$ cat config.mk
export PLATFORM = sky130hd
export DESIGN_NAME = cmd_link_top
export DESIGN_NICKNAME = d
export VERILOG_FILES = /design/src/logic/cmd_link_pkg.sv /design/src/logic/rx_frame_ram.sv /design/src/logic/cmd_frame_parser.sv /design/src/logic/trig_delay_chan.sv /design/src/logic/trig_merge.sv /design/src/logic/cmd_link_top.sv
export SDC_FILE = /design/constraint.sdc
export NUM_CORES = 2
export LEC_CHECK = 0
export BUFFER_PORTS_ARGS = -buffer_cell sky130_fd_sc_hd__buf_4
export CAP_MARGIN = 0
export CORE_ASPECT_RATIO = 1.4
export CORE_MARGIN = 2
export CORE_UTILIZATION = 58
export CTS_CLUSTER_SIZE = 40
export DETAILED_ROUTE_END_ITERATION = 12
export PLACE_DENSITY = 0.71
export SLEW_MARGIN = 20
export SYNTH_ARGS = -nofsm -noshare
export SYNTH_HDL_FRONTEND = slang
export SYNTH_SLANG_ARGS = --single-unit
$ cat constraint.sdc
create_clock -name clk -period 14.2 [get_ports clk]
set_clock_uncertainty 0.1 [all_clocks]
set_input_delay 2.84 -clock clk [delete_from_list [all_inputs] [get_ports clk]]
set_output_delay 2.84 -clock clk [all_outputs]
set_load 0.1 [all_outputs]
$ cat src/logic/cmd_link_pkg.sv
package cmd_link_pkg;

    localparam int FRAME_LEN  = 18;        // Bytes per command frame
    localparam int RD_LATENCY = 2;         // Frame RAM read latency
    localparam logic [15:0] STD_HEAD = 16'h55AA;
    localparam int TRIG_CH    = 2;         // Delays carried in one frame

    typedef enum logic [15:0] {
        FC_CONF = 16'h001E,
        FC_READ = 16'h004C,
        FC_STOP = 16'h0097,
        FC_RXD0 = 16'h002D,
        FC_RXD1 = 16'h00D2
    } func_code_t;

    typedef enum logic [3:0] {
        KIND_NONE = 4'h0,
        KIND_CONF = 4'h1,
        KIND_READ = 4'h2,
        KIND_STOP = 4'h3,
        KIND_RXD0 = 4'h4,
        KIND_RXD1 = 4'h5
    } cmd_kind_t;

    // One-hot parser states
    typedef enum logic [5:0] {
        PS_IDLE = 6'h01,
        PS_WAIT = 6'h02,
        PS_WORK = 6'h04,
        PS_TAKE = 6'h08,
        PS_REST = 6'h10,
        PS_DONE = 6'h20
    } parse_state_t;

    typedef enum logic {
        CS_IDLE  = 1'b0,
        CS_COUNT = 1'b1
    } chan_state_t;

    typedef struct packed {
        logic [3:0] rate;
        logic [3:0] lfilt;
        logic [3:0] hfilt;
    } acq_cfg_t;

    typedef struct packed {
        logic [3:0] ch_en;                      // Bit i enables channel i
        logic [3:0] mode;
        logic [0:TRIG_CH-1][15:0] dly;          // dly[0] sits in the upper half
    } trig_cfg_t;

    typedef struct packed {
        logic       en;
        logic [7:0] addr;
        logic [7:0] data;
    } ram_wr_t;

endpackage

$ cat src/logic/rx_frame_ram.sv
`timescale 1ns/1ps

module rx_frame_ram #(
    parameter int ADDR_W = 8
) (
    input  logic                 clk,
    input  cmd_link_pkg::ram_wr_t wr,
    input  logic [ADDR_W-1:0]    rd_addr,
    output logic [7:0]           rd_data
);

    localparam int DEPTH = 2 ** ADDR_W;

    logic [7:0] mem [0:DEPTH-1];
    logic [ADDR_W-1:0] wr_addr;
    logic [ADDR_W-1:0] rd_addr_q;

    assign wr_addr = wr.addr[ADDR_W-1:0];

    // Ethernet side writes
    always_ff @(posedge clk) begin
        if (wr.en) begin
            mem[wr_addr] <= wr.data;
        end
    end

    // Address stage then data stage
    always_ff @(posedge clk) begin
        rd_addr_q <= rd_addr;
        rd_data   <= mem[rd_addr_q];
    end

endmodule

$ cat src/logic/cmd_frame_parser.sv
`timescale 1ns/1ps

module cmd_frame_parser #(
    parameter logic [7:0] RAM_BASE = 8'h0A
) (
    input  logic                    clk,
    input  logic                    rst,
    input  logic                    frame_rdy,
    input  logic                    cmd_ack,
    input  logic [15:0]             password,
    input  logic [7:0]              rd_data,
    output logic [7:0]              rd_addr,
    output logic                    frame_done,
    output logic                    cmd_rdy,
    output logic                    run_start,
    output logic                    run_stop,
    output cmd_link_pkg::cmd_kind_t kind,
    output cmd_link_pkg::acq_cfg_t  acq,
    output cmd_link_pkg::trig_cfg_t trig
);

    localparam int WORDS    = cmd_link_pkg::FRAME_LEN / 2;
    localparam int LOAD_OFS = cmd_link_pkg::RD_LATENCY + 1;   // Address to capture

    cmd_link_pkg::parse_state_t state, next_state;
    cmd_link_pkg::func_code_t   func;
    cmd_link_pkg::cmd_kind_t    code_kind;
    cmd_link_pkg::acq_cfg_t     conf_acq;
    cmd_link_pkg::trig_cfg_t    conf_trig;

    logic [7:0]  num;
    logic [7:0]  load_idx;
    logic        load_hit;
    logic [15:0] words [0:WORDS-1];
    logic [15:0] sum;
    logic        frame_ok;
    logic        pass_ok;
    logic        code_known;
    logic        accept;

    always_ff @(posedge clk or posedge rst) begin
        if (rst) begin
            state <= cmd_link_pkg::PS_IDLE;
        end else begin
            state <= next_state;
        end
    end

    always_comb begin
        next_state = state;
        case (state)
            cmd_link_pkg::PS_IDLE: next_state = cmd_link_pkg::PS_WAIT;
            cmd_link_pkg::PS_WAIT: begin
                if (frame_rdy) next_state = cmd_link_pkg::PS_WORK;
            end
            cmd_link_pkg::PS_WORK: begin
                if (num >= 8'(cmd_link_pkg::FRAME_LEN + cmd_link_pkg::RD_LATENCY)) begin
                    next_state = cmd_link_pkg::PS_TAKE;
                end
            end
            cmd_link_pkg::PS_TAKE: next_state = cmd_link_pkg::PS_REST;
            cmd_link_pkg::PS_REST: begin
                if (!frame_rdy) next_state = cmd_link_pkg::PS_DONE;
            end
            cmd_link_pkg::PS_DONE: begin
                if (cmd_ack) next_state = cmd_link_pkg::PS_IDLE;
            end
            default: next_state = cmd_link_pkg::PS_IDLE;
        endcase
    end

    assign frame_done = (state == cmd_link_pkg::PS_REST);
    assign cmd_rdy    = (state == cmd_link_pkg::PS_DONE);

    always_ff @(posedge clk or posedge rst) begin
        if (rst) begin
            num <= 8'h00;
        end else if (state == cmd_link_pkg::PS_WORK) begin
            num <= num + 8'h01;
        end else begin
            num <= 8'h00;
        end
    end

    // Byte address runs ahead of the capture by LOAD_OFS counts
    always_ff @(posedge clk or posedge rst) begin
        if (rst) begin
            rd_addr <= RAM_BASE;
        end else if (state == cmd_link_pkg::PS_WORK && num < 8'(cmd_link_pkg::FRAME_LEN)) begin
            rd_addr <= RAM_BASE + num;
        end else begin
            rd_addr <= RAM_BASE;
        end
    end

    assign load_idx = num - 8'(LOAD_OFS);
    assign load_hit = (num >= 8'(LOAD_OFS)) &&
                      (num < 8'(LOAD_OFS + cmd_link_pkg::FRAME_LEN));

    always_ff @(posedge clk) begin
        if (state == cmd_link_pkg::PS_WORK && load_hit) begin
            if (load_idx[0]) begin
                words[load_idx[4:1]][7:0] <= rd_data;     // Odd byte is low half
            end else begin
                words[load_idx[4:1]][15:8] <= rd_data;
            end
        end
    end

    // Checksum over words 1 to 7
    always_comb begin
        sum = 16'h0000;
        for (int w = 1; w < WORDS - 1; w++) begin
            sum = sum + words[w];
        end
    end

    assign func     = cmd_link_pkg::func_code_t'(words[2]);
    assign frame_ok = (words[0] == cmd_link_pkg::STD_HEAD) && (sum == words[WORDS-1]);
    assign pass_ok  = (words[1] == password);

    always_comb begin
        code_known = 1'b1;
        case (func)
            cmd_link_pkg::FC_CONF: code_kind = cmd_link_pkg::KIND_CONF;
            cmd_link_pkg::FC_READ: code_kind = cmd_link_pkg::KIND_READ;
            cmd_link_pkg::FC_STOP: code_kind = cmd_link_pkg::KIND_STOP;
            cmd_link_pkg::FC_RXD0: code_kind = cmd_link_pkg::KIND_RXD0;
            cmd_link_pkg::FC_RXD1: code_kind = cmd_link_pkg::KIND_RXD1;
            default: begin
                code_kind  = cmd_link_pkg::KIND_NONE;
                code_known = 1'b0;
            end
        endcase
    end

    assign accept = (state == cmd_link_pkg::PS_TAKE) && frame_ok && pass_ok && code_known;

    assign run_start = accept && (func == cmd_link_pkg::FC_READ);
    assign run_stop  = accept && (func == cmd_link_pkg::FC_STOP);

    // Unpack CONF fields
    always_comb begin
        conf_acq.rate   = words[3][3:0];
        conf_acq.lfilt  = words[4][11:8];
        conf_acq.hfilt  = words[4][3:0];
        conf_trig.ch_en = words[5][11:8];
        conf_trig.mode  = words[5][3:0];
        for (int c = 0; c < cmd_link_pkg::TRIG_CH; c++) begin
            conf_trig.dly[c] = words[6+c];
        end
    end

    always_ff @(posedge clk or posedge rst) begin
        if (rst) begin
            kind <= cmd_link_pkg::KIND_NONE;
            acq  <= '0;
            trig <= '0;
        end else if (state == cmd_link_pkg::PS_TAKE) begin
            if (!frame_ok) begin
                acq  <= '0;                             // Damaged frame
                trig <= '0;
            end else if (accept) begin
                kind <= code_kind;
                if (func == cmd_link_pkg::FC_CONF) begin
                    acq  <= conf_acq;
                    trig <= conf_trig;
                end
            end
        end
    end

endmodule

$ cat src/logic/trig_delay_chan.sv
`timescale 1ns/1ps

module trig_delay_chan (
    input  logic        clk,
    input  logic        rst,
    input  logic        run_start,
    input  logic        run_stop,
    input  logic        en,
    input  logic [15:0] dly,
    output logic        fire,
    output logic        busy
);

    cmd_link_pkg::chan_state_t state;

    logic [15:0] cnt;

    always_ff @(posedge clk or posedge rst) begin
        if (rst) begin
            state <= cmd_link_pkg::CS_IDLE;
            cnt   <= 16'h0000;
        end else if (run_stop) begin
            state <= cmd_link_pkg::CS_IDLE;           // Abort without a fire
        end else if (run_start && en) begin
            state <= cmd_link_pkg::CS_COUNT;
            cnt   <= dly;
        end else if (state == cmd_link_pkg::CS_COUNT) begin
            if (cnt == 16'h0000) begin
                state <= cmd_link_pkg::CS_IDLE;
            end else begin
                cnt <= cnt - 16'h0001;
            end
        end
    end

    // Zero count in COUNT is cycle dly + 1 after the start pulse
    assign fire = (state == cmd_link_pkg::CS_COUNT) && (cnt == 16'h0000) && !run_stop;
    assign busy = (state == cmd_link_pkg::CS_COUNT);

endmodule

$ cat src/logic/trig_merge.sv
`timescale 1ns/1ps

module trig_merge (
    input  logic                            clk,
    input  logic                            rst,
    input  logic [cmd_link_pkg::TRIG_CH-1:0] fire,
    input  logic [cmd_link_pkg::TRIG_CH-1:0] busy,
    output logic                            trig_out,
    output logic [7:0]                      fire_count,
    output logic                            run_busy
);

    logic [7:0] fire_num;

    // Channels firing this cycle
    always_comb begin
        fire_num = 8'h00;
        for (int c = 0; c < cmd_link_pkg::TRIG_CH; c++) begin
            fire_num = fire_num + 8'(fire[c]);
        end
    end

    always_ff @(posedge clk or posedge rst) begin
        if (rst) begin
            trig_out   <= 1'b0;
            fire_count <= 8'h00;
            run_busy   <= 1'b0;
        end else begin
            trig_out   <= |fire;
            fire_count <= fire_count + fire_num;    // Wraps at 256
            run_busy   <= |busy;
        end
    end

endmodule

$ cat src/logic/cmd_link_top.sv
`timescale 1ns/1ps

module cmd_link_top #(
    parameter int         ADDR_W   = 8,
    parameter logic [7:0] RAM_BASE = 8'h0A
) (
    input  logic                    clk,
    input  logic                    rst,
    input  cmd_link_pkg::ram_wr_t   wr,
    input  logic                    frame_rdy,
    input  logic                    cmd_ack,
    input  logic [15:0]             password,
    output logic                    frame_done,
    output logic                    cmd_rdy,
    output cmd_link_pkg::cmd_kind_t kind,
    output cmd_link_pkg::acq_cfg_t  acq,
    output cmd_link_pkg::trig_cfg_t trig,
    output logic                    trig_out,
    output logic                    run_busy,
    output logic [7:0]              fire_count
);

    logic [7:0] rd_addr;
    logic [7:0] rd_data;
    logic       run_start;
    logic       run_stop;
    logic [cmd_link_pkg::TRIG_CH-1:0] fire;
    logic [cmd_link_pkg::TRIG_CH-1:0] busy;

    rx_frame_ram #(
        .ADDR_W (ADDR_W)
    ) u_ram (
        .clk     (clk),
        .wr      (wr),
        .rd_addr (rd_addr[ADDR_W-1:0]),
        .rd_data (rd_data)
    );

    cmd_frame_parser #(
        .RAM_BASE (RAM_BASE)
    ) u_parser (
        .clk        (clk),
        .rst        (rst),
        .frame_rdy  (frame_rdy),
        .cmd_ack    (cmd_ack),
        .password   (password),
        .rd_data    (rd_data),
        .rd_addr    (rd_addr),
        .frame_done (frame_done),
        .cmd_rdy    (cmd_rdy),
        .run_start  (run_start),
        .run_stop   (run_stop),
        .kind       (kind),
        .acq        (acq),
        .trig       (trig)
    );

    // One delay channel per frame delay word
    for (genvar i = 0; i < cmd_link_pkg::TRIG_CH; i++) begin : g_chan
        trig_delay_chan u_chan (
            .clk       (clk),
            .rst       (rst),
            .run_start (run_start),
            .run_stop  (run_stop),
            .en        (trig.ch_en[i]),
            .dly       (trig.dly[i]),
            .fire      (fire[i]),
            .busy      (busy[i])
        );
    end

    trig_merge u_merge (
        .clk        (clk),
        .rst        (rst),
        .fire       (fire),
        .busy       (busy),
        .trig_out   (trig_out),
        .fire_count (fire_count),
        .run_busy   (run_busy)
    );

endmodule

==> flow_summary.yaml <==
route:
  drt_iter0_drc: 4220
  drcViolationCount: 0
  wire_per_inst_um: 30.0
  firstDrtPassIters: 5
  avgViaCountPerCell: 6.34
  routed_wl_mm: 205
  vias: 43400
  ant_nets: 0
grt:
  grt_usage_pct: 25.7
  grt_pass1_vias: 44900
  antenna_found_initial: 6
  gr-total-overflow: 0
  grt_max_degree: 158
  grt_pass1_wl_mm: 304
yosys:
  yosys-top-cells-area: "edfxtp_1 (71%), mux4_2 (17%), dfrtp_1 (3.2%), fa_1 (1.6%), nor2_1 (1.4%)"
  synth_area_mm2: 0.0927
  seq_area_frac_synth_pct: 74.6
  ys_async_sr_fraction_pct: 5.20
  syn_area_per_cell_um2: 20.9
  yosysTopAreaCellShare_pct: 71.0
  yosysWarnings: 0
  synth_edf_count: 2192
  synth_cell_type_count: 73
  synthCells: 4434
  ys_ff_latch: 2329
  yosysTopAreaCell: "edfxtp_1"
  ys.flop_type: "edfxtp_1"
run:
  maxCapViolCount: 0
power:
  total_power_mw: 13.4
  p_sw_share_pct: 20.0
  combPwrFrac_pct: 1.9
  seqPwrFrac_pct: 56.5
  power.leakage_nw: 32.9
  power.density_mw_per_mm2: 131
  internal-power_mw: 10.7
  clockPowerShare_pct: 41.6
  p_sw_mw: 2.67
  vdd_ir_drop_max_uv: 132
place:
  port_buffers: 103
  dp_hpwl_mm: 128
  gp_congestion: 0.874
  dp.cells: 6465
cts:
  root_buffer: "clkbuf_16"
  postCtsHoldBufs: 0
  cts_tree: "yes"
  cts.clk_slew.worst_paths_ns: 0.06
  cts_buffer_depth: 3
  clock_latency_ns: 0.84
  cts_sinks: 2329
  postCtsSetupBuffers: 0
  ctsHtreeMaxLevel: 4
  cts_resized: 0
  cts_made_buffers: 207
cells_and_area:
  mostFrequentLayoutCells: "edfxtp_1 (2192), mux4_2 (680), nor2_1 (338), clkbuf_16 (212), nand2_1 (166)"
  nFillCells: 10300
  seq_area_mm2: 0.0692
  multiInputGateArea_mm2: 0.0221
  area_growth_pct: 10.5
  layout.nets: 4712
  drive_above_1_share_pct: 24.8
  final_common_cell: "edfxtp_1"
  layout.cells.non_filler: 6847
worst_setup_path:
  end_kind: "register"
  start_kind: "register"
  slowest_delay_ns: 0.57
  path_cells: "fa_1 -> inv_1 -> fa_1 -> fa_1 -> inv_1 -> fa_1 -> ha_1 -> a21oi_1 -> o21bai_1 -> a221oi_1 -> nor2_1 -> nor3_1 -> and3_1 -> nand4_1 -> and2_1 -> inv_1 -> ha_1 -> ha_1 -> fa_1 -> and3_1 -> nand3_1 -> xnor2_1"
  path_class: "register to register"
  crit_top_cell: "fa_1"
  cp_data_arrival_time_ns: 7.50
  crit_required_ns: 14.85
  cp_max_fo: 10
  slowest_stage: "fa_1"
floorplanning:
  die_h_um: 477
  dieArea_mm2: 0.163
  core_area_mm2: 0.159
  rows: 173
  io_pins: 105
  die_w_um: 342
  start_util_pct: 58.4
timing:
  max_freq_mhz: 146
  worst_hold_slack_ns: 0.244
  rsz0062_at_grt: "false"
  min_period_over_period_pct: 48.3
  final.setup.tns_ns: 0
  hold_viol_final: 0
  slew_headroom_pct: 25.7
  max_slew.worst_pin.slew_ns: 1.11
  period_needed_ns: 6.85
  drv_slew: 0
  setup_violations: 0
worst_hold_path:
  hp-class: "register to register"
outcome:
  outcome: "finished clean"
==> cell families (layout without fill, tap and decap cells) <==
family                     after synthesis  after routing  synth area share [%]
adders and majority gates              100            100                  1.94
other                                    1              7               0.00405
DFF                                   2329           2329                  74.6
muxes                                  690            690                  16.6
xor gates and xnor gates                73             73                 0.706
buffers and inverters                  349            656                  1.54
AOI/OAI and AO/OA                      147            147                 0.984
and+or+nand+nor                        745            745                  3.58
==> power by group through the flow <==
stage	combinational (mW)	sequential, mW	clock (mW)
floorplan	0.104	7.69	0
global placement	0.247	7.70	0
detailed placement	0.257	7.70	0
CTS	0.257	7.55	5.64
global route	0.275	7.55	5.89
finish	0.255	7.55	5.56
==> state kept, by name (all words and copies together) (netlist names), 2 cells and up <==
| name | flops |
|---|---|
| u_parser.num | 8 |
| u_parser.words | 144 |
| u_ram.mem | 2048 |
| u_parser.state | 6 |
| u_ram.rd_addr_q | 8 |
| u_parser.rd_addr | 8 |
| u_ram.rd_data | 8 |
| g_chan.u_chan.cnt | 32 |
| u_merge.fire_count | 8 |
| u_parser.kind | 3 |
| u_parser.acq | 12 |
| u_parser.trig | 40 |
| g_chan.u_chan.busy | 2 |
==> cell type report <==
class                   count  share of cell area [%]
diodes                      4                 0.00977
clock buffers             264                    5.45
clock inverters           113                    1.09
inverters                 118                   0.435
multi-input cells        1758                    21.6
flip-flops and latches   2329                    67.6
well taps                2100                    2.57
repair buffers            161                    1.29
==> metrics by stage <==
step | util (%) | instance area (um2) | setup WS, ns
6_report | 64.5 | 102000 | 7.35
5_1_grt | 64.5 | 102000 | 6.95
4_1_cts | 64.5 | 102000 | 7.33
3_5_place_dp | 60.3 | 95700 | 7.36
3_3_place_gp | 60.3 | 95700 | 7.43
2_1_floorplan | - | 92700 | 8.05
==> critical path, delay by kind of cell, from the launching register on <==
kind                     cells  cell delay (ns)
AO/OA/AOI/OAI                3             1.06
XOR/XNOR                     1             0.12
adder cells (fa/ha/maj)      8             3.20
buffers and inverters        3             0.17
flip-flops                   1             0.49
AND/OR/NAND/NOR              7             1.66
==> synth_stat cells (3+ instances only) <==
cell type / count
nor4b_1: 3
edfxtp_1: 2192
nand3b_1: 3
a31oi_1: 4
fa_1: 73
clkbuf_1: 125
or2_2: 7
dfxtp_1: 16
nor4_1: 16
o21ai_0: 31
o21a_1: 5
nor2_1: 338
o211ai_1: 4
a21oi_1: 57
nand4_1: 21
o21bai_1: 4
and3_1: 9
xnor2_1: 35
nand2b_1: 12
or3_1: 7
mux2i_1: 6
nand2_1: 168
or4_1: 4
dfstp_2: 3
dfrtp_1: 118
xor2_1: 37
nand3_1: 93
a21o_1: 13
nor3_1: 22
inv_1: 118
buf_4: 4
nor2b_1: 17
ha_1: 27
buf_2: 72
and2_1: 8
mux2_2: 4
mux4_2: 680
buf_1: 28
a21boi_0: 5
a211oi_1: 3
==> per-layer routing <==
metal	vias up	track usage, %	part of all wire, %
li1	18300	-	-
met1	23100	32.6	36
met2	1659	44.6	53
met3	382	4.12	6.1
met4	8	10.6	4.2
met5	-	0	0.028
==> final timing paths <==
kind | startpoint | end | slack, ns | depth (start not counted)
min in group asynchronous | rst | u_merge.trig_out | 2.13 | 2
min | u_parser.rd_addr[2] | u_ram.rd_addr_q[2] | 0.24 | 0
min reg2reg | u_parser.rd_addr[2] | u_ram.rd_addr_q[2] | 0.24 | 0
max reg2reg | u_parser.words[2][6] | u_merge.fire_count[6] | 7.35 | 22
max in group asynchronous | rst | u_parser.trig[15] | 10.61 | 3
max | u_parser.words[2][6] | u_merge.fire_count[6] | 7.35 | 22
(Power assumes the default switching activity.)
